**src/proj_pkg.sv**
```systemverilog
`default_nettype none

package proj_pkg;

    // screen coordinate, unsigned pixels
    typedef logic [11:0] coord_t;
    // pointer minus archer, one bit wider than a coordinate
    typedef logic signed [12:0] offset_t;
    // per-frame arrow step
    typedef logic signed [7:0] step_t;
    // facing octant, counter-clockwise from right
    typedef logic [2:0] sector_t;
    // game state code from the game controller
    typedef logic [1:0] game_t;

    localparam game_t GAME_PLAYING = 2'd1;

    // visible area, a position is on screen when below both limits
    localparam coord_t SCREEN_W = 12'd1024;
    localparam coord_t SCREEN_H = 12'd768;

    // boss hit box half extents around its centre
    localparam coord_t BOSS_HALF_W = 12'd106;
    localparam coord_t BOSS_HALF_H = 12'd95;

    // sprite octant codes
    localparam sector_t SECT_RIGHT      = 3'd0;
    localparam sector_t SECT_UP_RIGHT   = 3'd1;
    localparam sector_t SECT_UP         = 3'd2;
    localparam sector_t SECT_UP_LEFT    = 3'd3;
    localparam sector_t SECT_LEFT       = 3'd4;
    localparam sector_t SECT_DOWN_LEFT  = 3'd5;
    localparam sector_t SECT_DOWN       = 3'd6;
    localparam sector_t SECT_DOWN_RIGHT = 3'd7;

    // signed difference a - b of two screen coordinates
    function automatic offset_t offset_of(coord_t a, coord_t b);
        return offset_t'({1'b0, a} - {1'b0, b});
    endfunction

    // magnitude of an offset, at most 4095 so it fits a coordinate
    function automatic coord_t offset_mag(offset_t v);
        logic [12:0] neg;
        neg = -v;
        return v[12] ? neg[11:0] : v[11:0];
    endfunction

endpackage

`default_nettype wire

```
**src/aim_decoder.sv**
```systemverilog
`default_nettype none

module aim_decoder #(
    parameter int SPEED = 16,
    localparam int QW = $clog2(SPEED) + 1
) (
    input  logic              clk,
    input  logic              rst,
    input  proj_pkg::game_t   game_active,
    input  logic              mouse_clicked,
    input  proj_pkg::coord_t  mouse_x,
    input  proj_pkg::coord_t  mouse_y,
    input  proj_pkg::coord_t  archer_x,
    input  proj_pkg::coord_t  archer_y,
    input  logic              in_flight,
    output logic              launch,
    output proj_pkg::coord_t  start_x,
    output proj_pkg::coord_t  start_y,
    output proj_pkg::step_t   step_x,
    output proj_pkg::step_t   step_y,
    output logic              facing_left,
    output proj_pkg::sector_t direction_sector
);

    import proj_pkg::*;

    localparam int DVW = 13 + QW;

    logic           playing;
    logic           accept;
    logic           busy;
    logic           div_start;
    offset_t        dx_c;
    offset_t        dy_c;
    offset_t        dx_q;
    offset_t        dy_q;
    coord_t         ax;
    coord_t         ay;
    coord_t         major;
    logic [DVW-1:0] dividend_x;
    logic [DVW-1:0] dividend_y;
    logic           done_x;
    logic           done_y;
    logic [QW-1:0]  quot_x;
    logic [QW-1:0]  quot_y;
    sector_t        sector_c;

    assign playing = (game_active == GAME_PLAYING);

    // offsets straight from the click inputs feed the accept test
    assign dx_c = offset_of(mouse_x, archer_x);
    assign dy_c = offset_of(mouse_y, archer_y);

    // one arrow at a time, and a click on the archer itself is dropped
    assign accept = mouse_clicked && playing && !in_flight && !busy &&
                    ((dx_c != '0) || (dy_c != '0));

    always_ff @(posedge clk) begin
        if (rst) begin
            busy      <= 1'b0;
            div_start <= 1'b0;
        end else begin
            div_start <= 1'b0;
            if (!playing) begin
                // leaving play abandons the decode
                busy <= 1'b0;
            end else if (accept) begin
                busy      <= 1'b1;
                div_start <= 1'b1;
            end else if (launch) begin
                busy <= 1'b0;
            end
        end
    end

    // click sample held until launch
    always_ff @(posedge clk) begin
        if (accept) begin
            dx_q    <= dx_c;
            dy_q    <= dy_c;
            start_x <= archer_x;
            start_y <= archer_y;
        end
    end

    assign ax    = offset_mag(dx_q);
    assign ay    = offset_mag(dy_q);
    assign major = (ax >= ay) ? ax : ay;

    // magnitude times speed over the major magnitude
    assign dividend_x = DVW'(ax) * DVW'(SPEED);
    assign dividend_y = DVW'(ay) * DVW'(SPEED);

    step_divider #(.SPEED(SPEED)) div_x_i (
        .clk      (clk),
        .rst      (rst),
        .div_start(div_start),
        .dividend (dividend_x),
        .divisor  (major),
        .div_done (done_x),
        .quotient (quot_x)
    );

    step_divider #(.SPEED(SPEED)) div_y_i (
        .clk      (clk),
        .rst      (rst),
        .div_start(div_start),
        .dividend (dividend_y),
        .divisor  (major),
        .div_done (done_y),
        .quotient (quot_y)
    );

    // both dividers run in lockstep
    // a done left over from an abandoned run can only land in the start cycle
    assign launch = busy && playing && !div_start && done_x && done_y;

    // restore signs so the major axis comes out as exactly SPEED
    assign step_x = dx_q[12] ? -step_t'(quot_x) : step_t'(quot_x);
    assign step_y = dy_q[12] ? -step_t'(quot_y) : step_t'(quot_y);

    // octant split at a 2:1 slope with screen y growing downward
    always_comb begin
        if ({ay, 1'b0} <= {1'b0, ax}) begin
            sector_c = dx_q[12] ? SECT_LEFT : SECT_RIGHT;
        end else if ({ax, 1'b0} <= {1'b0, ay}) begin
            sector_c = dy_q[12] ? SECT_UP : SECT_DOWN;
        end else begin
            case ({dx_q[12], dy_q[12]})
                2'b01:   sector_c = SECT_UP_RIGHT;
                2'b11:   sector_c = SECT_UP_LEFT;
                2'b10:   sector_c = SECT_DOWN_LEFT;
                default: sector_c = SECT_DOWN_RIGHT;
            endcase
        end
    end

    // sprite selection follows the arrow that actually launches
    always_ff @(posedge clk) begin
        if (rst) begin
            facing_left      <= 1'b0;
            direction_sector <= SECT_RIGHT;
        end else if (launch) begin
            facing_left      <= dx_q[12];
            direction_sector <= sector_c;
        end
    end

endmodule

`default_nettype wire

```
**src/archer_projectile.sv**
```systemverilog
`default_nettype none

module archer_projectile #(
    parameter int SPEED    = 16,
    parameter int MAX_DIST = 512
) (
    input  logic              clk,
    input  logic              rst,
    input  logic              frame_tick,
    input  proj_pkg::game_t   game_active,
    input  logic              mouse_clicked,
    input  proj_pkg::coord_t  mouse_x,
    input  proj_pkg::coord_t  mouse_y,
    input  proj_pkg::coord_t  archer_x,
    input  proj_pkg::coord_t  archer_y,
    input  proj_pkg::coord_t  boss_x,
    input  proj_pkg::coord_t  boss_y,
    input  logic              boss_alive,
    output proj_pkg::coord_t  pos_x,
    output proj_pkg::coord_t  pos_y,
    output logic              in_flight,
    output logic              attack_hit,
    output logic              facing_left,
    output proj_pkg::sector_t direction_sector
);

    import proj_pkg::*;

    // decode to execute, valid in the launch cycle
    logic   launch;
    coord_t launch_x;
    coord_t launch_y;
    step_t  step_x;
    step_t  step_y;

    // execute to result and back
    coord_t next_x;
    coord_t next_y;
    coord_t start_x;
    coord_t start_y;
    logic   end_flight;
    logic   boss_hit;

    aim_decoder #(.SPEED(SPEED)) decode_i (
        .clk             (clk),
        .rst             (rst),
        .game_active     (game_active),
        .mouse_clicked   (mouse_clicked),
        .mouse_x         (mouse_x),
        .mouse_y         (mouse_y),
        .archer_x        (archer_x),
        .archer_y        (archer_y),
        .in_flight       (in_flight),
        .launch          (launch),
        .start_x         (launch_x),
        .start_y         (launch_y),
        .step_x          (step_x),
        .step_y          (step_y),
        .facing_left     (facing_left),
        .direction_sector(direction_sector)
    );

    flight_engine execute_i (
        .clk          (clk),
        .rst          (rst),
        .game_active  (game_active),
        .frame_tick   (frame_tick),
        .launch       (launch),
        .launch_x     (launch_x),
        .launch_y     (launch_y),
        .launch_step_x(step_x),
        .launch_step_y(step_y),
        .end_flight   (end_flight),
        .boss_hit     (boss_hit),
        .pos_x        (pos_x),
        .pos_y        (pos_y),
        .start_x      (start_x),
        .start_y      (start_y),
        .next_x       (next_x),
        .next_y       (next_y),
        .in_flight    (in_flight),
        .attack_hit   (attack_hit)
    );

    impact_judge #(.MAX_DIST(MAX_DIST)) result_i (
        .next_x    (next_x),
        .next_y    (next_y),
        .start_x   (start_x),
        .start_y   (start_y),
        .boss_x    (boss_x),
        .boss_y    (boss_y),
        .boss_alive(boss_alive),
        .end_flight(end_flight),
        .boss_hit  (boss_hit)
    );

endmodule

`default_nettype wire

```
**src/flight_engine.sv**
```systemverilog
`default_nettype none

module flight_engine (
    input  logic             clk,
    input  logic             rst,
    input  proj_pkg::game_t  game_active,
    input  logic             frame_tick,
    input  logic             launch,
    input  proj_pkg::coord_t launch_x,
    input  proj_pkg::coord_t launch_y,
    input  proj_pkg::step_t  launch_step_x,
    input  proj_pkg::step_t  launch_step_y,
    input  logic             end_flight,
    input  logic             boss_hit,
    output proj_pkg::coord_t pos_x,
    output proj_pkg::coord_t pos_y,
    output proj_pkg::coord_t start_x,
    output proj_pkg::coord_t start_y,
    output proj_pkg::coord_t next_x,
    output proj_pkg::coord_t next_y,
    output logic             in_flight,
    output logic             attack_hit
);

    import proj_pkg::*;

    logic  playing;
    logic  advance;
    step_t step_x_q;
    step_t step_y_q;

    assign playing = (game_active == GAME_PLAYING);
    assign advance = frame_tick && in_flight;

    // candidate position for the next tick
    // 12-bit wrap turns a move past zero into a large off-screen value
    assign next_x = pos_x + {{4{step_x_q[7]}}, step_x_q};
    assign next_y = pos_y + {{4{step_y_q[7]}}, step_y_q};

    always_ff @(posedge clk) begin
        if (rst) begin
            in_flight  <= 1'b0;
            attack_hit <= 1'b0;
            pos_x      <= '0;
            pos_y      <= '0;
        end else begin
            attack_hit <= 1'b0;
            if (!playing) begin
                // arrow vanishes, pos keeps its last value
                in_flight <= 1'b0;
            end else if (launch) begin
                in_flight <= 1'b1;
                pos_x     <= launch_x;
                pos_y     <= launch_y;
            end else if (advance) begin
                pos_x <= next_x;
                pos_y <= next_y;
                // judge verdict applies to the move just taken
                if (end_flight) begin
                    in_flight <= 1'b0;
                end
                attack_hit <= boss_hit;
            end
        end
    end

    // start point and step for the whole flight
    always_ff @(posedge clk) begin
        if (playing && launch) begin
            start_x  <= launch_x;
            start_y  <= launch_y;
            step_x_q <= launch_step_x;
            step_y_q <= launch_step_y;
        end
    end

endmodule

`default_nettype wire

```
**src/impact_judge.sv**
```systemverilog
`default_nettype none

module impact_judge #(
    parameter int MAX_DIST = 512
) (
    input  proj_pkg::coord_t next_x,
    input  proj_pkg::coord_t next_y,
    input  proj_pkg::coord_t start_x,
    input  proj_pkg::coord_t start_y,
    input  proj_pkg::coord_t boss_x,
    input  proj_pkg::coord_t boss_y,
    input  logic             boss_alive,
    output logic             end_flight,
    output logic             boss_hit
);

    import proj_pkg::*;

    localparam logic [31:0] MAX_SQ = 32'(MAX_DIST) * 32'(MAX_DIST);

    coord_t      bmx;
    coord_t      bmy;
    coord_t      smx;
    coord_t      smy;
    logic [31:0] dist_sq;
    logic        off_screen;
    logic        in_box;
    logic        too_far;

    // wrapped negative positions land here too
    assign off_screen = (next_x >= SCREEN_W) || (next_y >= SCREEN_H);

    // distance to the boss centre per axis
    assign bmx = offset_mag(offset_of(next_x, boss_x));
    assign bmy = offset_mag(offset_of(next_y, boss_y));

    // box edges count as a hit
    assign in_box = boss_alive && (bmx <= BOSS_HALF_W) && (bmy <= BOSS_HALF_H);

    // squared travel from the launch point, no square root needed
    assign smx     = offset_mag(offset_of(next_x, start_x));
    assign smy     = offset_mag(offset_of(next_y, start_y));
    assign dist_sq = 32'(smx) * 32'(smx) + 32'(smy) * 32'(smy);
    assign too_far = (dist_sq > MAX_SQ);

    // priority is screen, then boss, then range
    // only the boss case reports a hit
    always_comb begin
        end_flight = 1'b0;
        boss_hit   = 1'b0;
        if (off_screen) begin
            end_flight = 1'b1;
        end else if (in_box) begin
            end_flight = 1'b1;
            boss_hit   = 1'b1;
        end else if (too_far) begin
            end_flight = 1'b1;
        end
    end

endmodule

`default_nettype wire

```
**src/step_divider.sv**
```systemverilog
`default_nettype none

module step_divider #(
    parameter int SPEED = 16,
    localparam int QW = $clog2(SPEED) + 1
) (
    input  logic          clk,
    input  logic          rst,
    input  logic          div_start,
    input  logic [12+QW:0] dividend,
    input  logic [11:0]   divisor,
    output logic          div_done,
    output logic [QW-1:0] quotient
);

    localparam int DW = 13 + QW;
    localparam int CW = $clog2(QW + 1);

    // partial remainder
    logic [DW-1:0] rem;
    // divisor aligned to the quotient bit being decided
    logic [DW-1:0] dsh;
    logic [QW-1:0] quot;
    logic [CW-1:0] cnt;
    logic          busy;
    logic          done;
    logic [DW-1:0] r_in;
    logic [DW-1:0] d_in;
    logic [DW-1:0] r_next;
    logic          ge;

    // one restoring step per cycle
    // the start cycle already decides the top bit straight from the ports
    always_comb begin
        if (div_start) begin
            r_in = dividend;
            d_in = DW'(divisor) << (QW - 1);
        end else begin
            r_in = rem;
            d_in = dsh;
        end
        ge     = (r_in >= d_in);
        r_next = ge ? (r_in - d_in) : r_in;
    end

    // step counter, a new start restarts a run in progress
    always_ff @(posedge clk) begin
        if (rst) begin
            busy <= 1'b0;
            done <= 1'b0;
            cnt  <= '0;
        end else begin
            done <= 1'b0;
            if (div_start) begin
                busy <= 1'b1;
                cnt  <= CW'(QW - 1);
            end else if (busy) begin
                cnt <= cnt - 1'b1;
                // last bit lands now, done shows QW cycles after start
                if (cnt == CW'(1)) begin
                    busy <= 1'b0;
                    done <= 1'b1;
                end
            end
        end
    end

    always_ff @(posedge clk) begin
        if (div_start || busy) begin
            rem  <= r_next;
            dsh  <= d_in >> 1;
            // msb first, shifted up as lower bits arrive
            quot <= div_start ? QW'(ge) : {quot[QW-2:0], ge};
        end
    end

    assign div_done = done;
    assign quotient = quot;

endmodule

`default_nettype wire

```
**config.mk**
```make
export PLATFORM = sky130hd
export DESIGN_NAME = archer_projectile
export DESIGN_NICKNAME = d
export VERILOG_FILES = /design/src/proj_pkg.sv /design/src/aim_decoder.sv /design/src/archer_projectile.sv /design/src/flight_engine.sv /design/src/impact_judge.sv /design/src/step_divider.sv
export SDC_FILE = /design/constraint.sdc
export NUM_CORES = 1
export LEC_CHECK = 0
export ABC_CLOCK_PERIOD_IN_PS = 13530
export BUFFER_PORTS_ARGS = -buffer_cell sky130_fd_sc_hd__buf_2
export CORE_ASPECT_RATIO = 0.5
export CORE_MARGIN = 4
export CORE_UTILIZATION = 50
export CTS_CLUSTER_DIAMETER = 40
export DETAILED_ROUTE_END_ITERATION = 16
export PLACE_DENSITY = 0.79
export SLEW_MARGIN = 40
export SYNTH_ARGS = -nofsm -noshare
export SYNTH_HDL_FRONTEND = slang
export SYNTH_HIERARCHICAL = 1
export SYNTH_SLANG_ARGS = --single-unit
```
**constraint.sdc**
```tcl
create_clock -name clk -period 13.53 [get_ports clk]
set_input_delay 2.0295 -clock clk [delete_from_list [all_inputs] [get_ports clk]]
set_output_delay 2.0295 -clock clk [all_outputs]
set_load 0.05 [all_outputs]
```
==> key figures <==
Yosys
  • Syn Inst Count: 2743
  • YS warnings: 6
  • Asr flop ratio synth: 0%
  • Flops & latches, synth: 208
  • Synth cell types: 124
  • Mean Syn Cell Area: 9.381 µm²
  • Area share of the largest cell type after synthesis: 19.37%
  • Synth Flop Type: edfxtp_1
  • Post-synth top area cell: edfxtp_1
  • Seq/Total Area, Yosys: 22.64%
  • Cells taking the most area after synthesis: edfxtp_1 (19%), fa_1 (16%), ha_1 (13%), inv_1 (6.9%), dfxtp_1 (3.3%)
  • Number of enable flip-flop cells after synthesis: 166
  • Synth Cell Area: 0.02573 mm²

Timing
  • Final Hold Vio Count: 0
  • Worst-Margin Slew: 867.7 ps
  • Period utilization: 84.23%
  • Unrepaired setup endpoints after global routing: no
  • Min Hold Slack: 449.0 ps
  • Period minus WS final: 11400 ps
  • Final TNS setup: 0 ps
  • Setup violators final: 0
  • Final Max Slew Viols: 0
  • Fmax: 87.75 MHz
  • Clock skew: 18.25 ps
  • Rel. slew slack: 42.15%

Clock network
  • Sink Count: 208
  • CTS H-tree lvls: 2
  • CTS buffer count: 34
  • Clock transition at the registers of the reported paths: 50 ps
  • Resized cells post-CTS: 0
  • CTS tree: yes
  • Root Buffer: clkbuf_16
  • Clock buffer depth: 3
  • Hold buffers post-CTS: 0
  • Clock latency at the later pin of the worst-skew pair: 500 ps
  • Post-CTS Setup Bufs: 0

Finish
  • Layout Area Growth over Synthesis: 9.826%
  • # diodes: 0
  • Most frequent cells in the layout: inv_1 (475), ha_1 (271), fa_1 (211)
  • Layout cells sized above 1: 11.78%
  • Post-layout util: 55.87%
  • Most common cell after layout, fill and taps aside: inv_1
  • Final #Nets: 3424

Power
  • Pwr/cell area: 71.72 mW/mm²
  • LEAKAGE: 12.92 nW
  • Sequential Power Share: 36.3%
  • Combinational power share: 19.6%
  • Psw: 0.5331 mW
  • VDD IR max: 0.00008637 V
  • Int Pwr: 1.494 mW
  • Sw Share: 26.30%
  • Power share of the clock group: 44.1%

Setup path
  • CP endpoint kind: register
  • Most Frequent Cell on Critical Path: fa_1
  • CP arrival: 11810 ps
  • Crit path largest cell delay: 620 ps
  • Crit start category: register
  • CP Class: reg2reg
  • Crit Path Max Fanout: 12
  • Critical path's slowest cell: a2111oi_0
  • Worst EP required: 13940 ps

Floorplanning
  • I/O Pins: 109
  • Core area: 0.05058 mm²
  • Die width: 328.8 µm
  • DIE HEIGHT: 168.4 µm
  • Num rows: 58
  • Starting Density: 50.88%
  • Die area: 0.05538 mm²

Global routing
  • Largest net degree at the start of global routing: 55
  • Initial antenna violation count: 0
  • Vias in the first global route: 20588
  • Total grt overflow: 0
  • First-pass GRT wire length: 101.2 mm
  • Gr usage total: 22.10%

Placed design
  • Port bufs: 108
  • GPL Wtd Cong: 0.9367
  • DP HPWL: 49.83 mm

Drt
  • Post-route ant nets: 0
  • Initial drt markers: 1453
  • Drt first pass iters: 5
  • Drt wl/cell: 17.26 µm
  • DR vias: 20317
  • Drc violations: 0
  • Routed vias/inst: 5.680
  • Total wire length: 61.73 mm

Status
  • Status: complete, no violations

Job
  • Max_cap viols: 0

Worst hold path
  • Hold WC Path Type: reg2reg
[sequential cells by signal, summed over array words and instances (netlist names), 3 cells and up]
register / cells
execute_i/start_y: 12
execute_i/start_x: 12
execute_i/step_x_q: 8
execute_i/pos_y: 12
decode_i/dy_q: 13
decode_i/div_x_i/rem: 18
decode_i/direction_sector: 3
decode_i/div_y_i/dsh: 15
decode_i/dx_q: 13
execute_i/pos_x: 12
execute_i/step_y_q: 8
decode_i/start_y: 12
decode_i/div_x_i/cnt: 3
decode_i/div_y_i/rem: 18
decode_i/div_x_i/dsh: 15
decode_i/div_y_i/cnt: 3
decode_i/start_x: 12
decode_i/div_x_i/quotient: 5
decode_i/div_y_i/quotient: 5
[Yosys cell counts (7+ instances only)]
master / number
a21boi_0: 10
and2_1: 14
ha_1: 271
nand3_1: 37
nor2_1: 201
or3_1: 19
inv_1: 475
nand2_1: 130
nand4_1: 16
and3_1: 9
mux2_2: 44
buf_2: 13
dfxtp_1: 42
clkbuf_1: 35
xnor2_1: 84
o21bai_1: 13
nor3_1: 48
o21a_1: 30
mux2_4: 14
a22oi_1: 8
o211a_1: 8
nand2b_1: 49
a21oi_1: 121
o2111ai_1: 15
a211oi_1: 30
o41ai_1: 7
edfxtp_1: 166
nor2b_1: 37
xor2_1: 68
fa_1: 211
o211ai_1: 19
o31ai_1: 24
mux2i_1: 61
o21ai_0: 92
nand3b_1: 15
nor4b_1: 7
nor3b_1: 9
nor4_1: 15
o22ai_1: 11
or2_2: 28
a2111oi_0: 11
a21o_1: 35
a31oi_1: 22
[worst paths after layout]
kind / start / endpoint / slack, ps / cells past startpoint
worst max-delay path: execute_i/step_x_q[0] / execute_i/in_flight / 2130 / 40
worst min-delay path: decode_i/start_x[6] / execute_i/start_x[6] / 450 / 0
worst max register to register: execute_i/step_x_q[0] / execute_i/in_flight / 2130 / 40
worst min register to register: decode_i/start_x[6] / execute_i/start_x[6] / 450 / 0
[layout make-up]
class                   count  area [µm²]
clock buffers              43       925.9
clock inverters            17       256.5
flip-flops and latches    208        5829
fillers                  4372       22320
inverters                 480        1804
well taps                 690       863.3
repair buffers            131       713.2
multi-input cells        2008       17870
[critical path: cells and delay by family (launching register included)]
| family | cells | cell delay [ps] |
|---|---|---|
| AOI/OAI and AO/OA | 12 | 2720 |
| xor gates and xnor gates | 3 | 1040 |
| adders and majority gates | 11 | 4660 |
| buffers and inverters | 5 | 600 |
| DFF | 1 | 370 |
| and+or+nand+nor | 9 | 1920 |
[per-stage QoR]
stage / setup WS (ps) / cell area, µm² / std cells / total power [mW]
floorplan: 3261 / 25790 / 2757 / 1.043
global placement: 2511 / 27060 / 3517 / 1.128
detailed placement: 2120 / 27060 / 3517 / 1.140
CTS: 2062 / 28250 / 3577 / 2.040
global route: 1362 / 28260 / 3577 / 2.115
finish: 2134 / 28260 / 3577 / 2.027
[logic make-up (layout without fill, tap and decap cells)]
logic type / Yosys count / after routing / share of synthesized area [%]
multiplexers: 120 / 120 / 5.203
flip-flops: 208 / 208 / 22.64
adder cells (fa/ha/maj): 483 / 483 / 29.63
other: 1 / 15 / 0.01457
AND/OR/NAND/NOR: 676 / 676 / 13.43
AO/OA/AOI/OAI: 557 / 557 / 15.25
buffers and inverters: 541 / 671 / 8.246
XOR/XNOR: 157 / 157 / 5.577
[per-layer routing]
| layer | track usage [%] | wire length (µm) |
|---|---|---|
| met3 | 2.059 | 2696 |
| met5 | 0 | 0 |
| met1 | 27.09 | 25550 |
| met4 | 8.173 | 2173 |
| met2 | 40.49 | 31310 |
[power groups by stage]
| stage | combinational (mW) | sequential (mW) | clock [mW] |
|---|---|---|---|
| 6_report | 0.398 | 0.736 | 0.893 |
| 5_1_grt | 0.438 | 0.737 | 0.940 |
| 4_1_cts | 0.395 | 0.736 | 0.909 |
| 3_5_place_dp | 0.392 | 0.748 | 0 |
| 3_3_place_gp | 0.381 | 0.747 | 0 |
| 2_1_floorplan | 0.300 | 0.742 | 0 |
No activity file was read; power rests on OpenSTA's default activity.
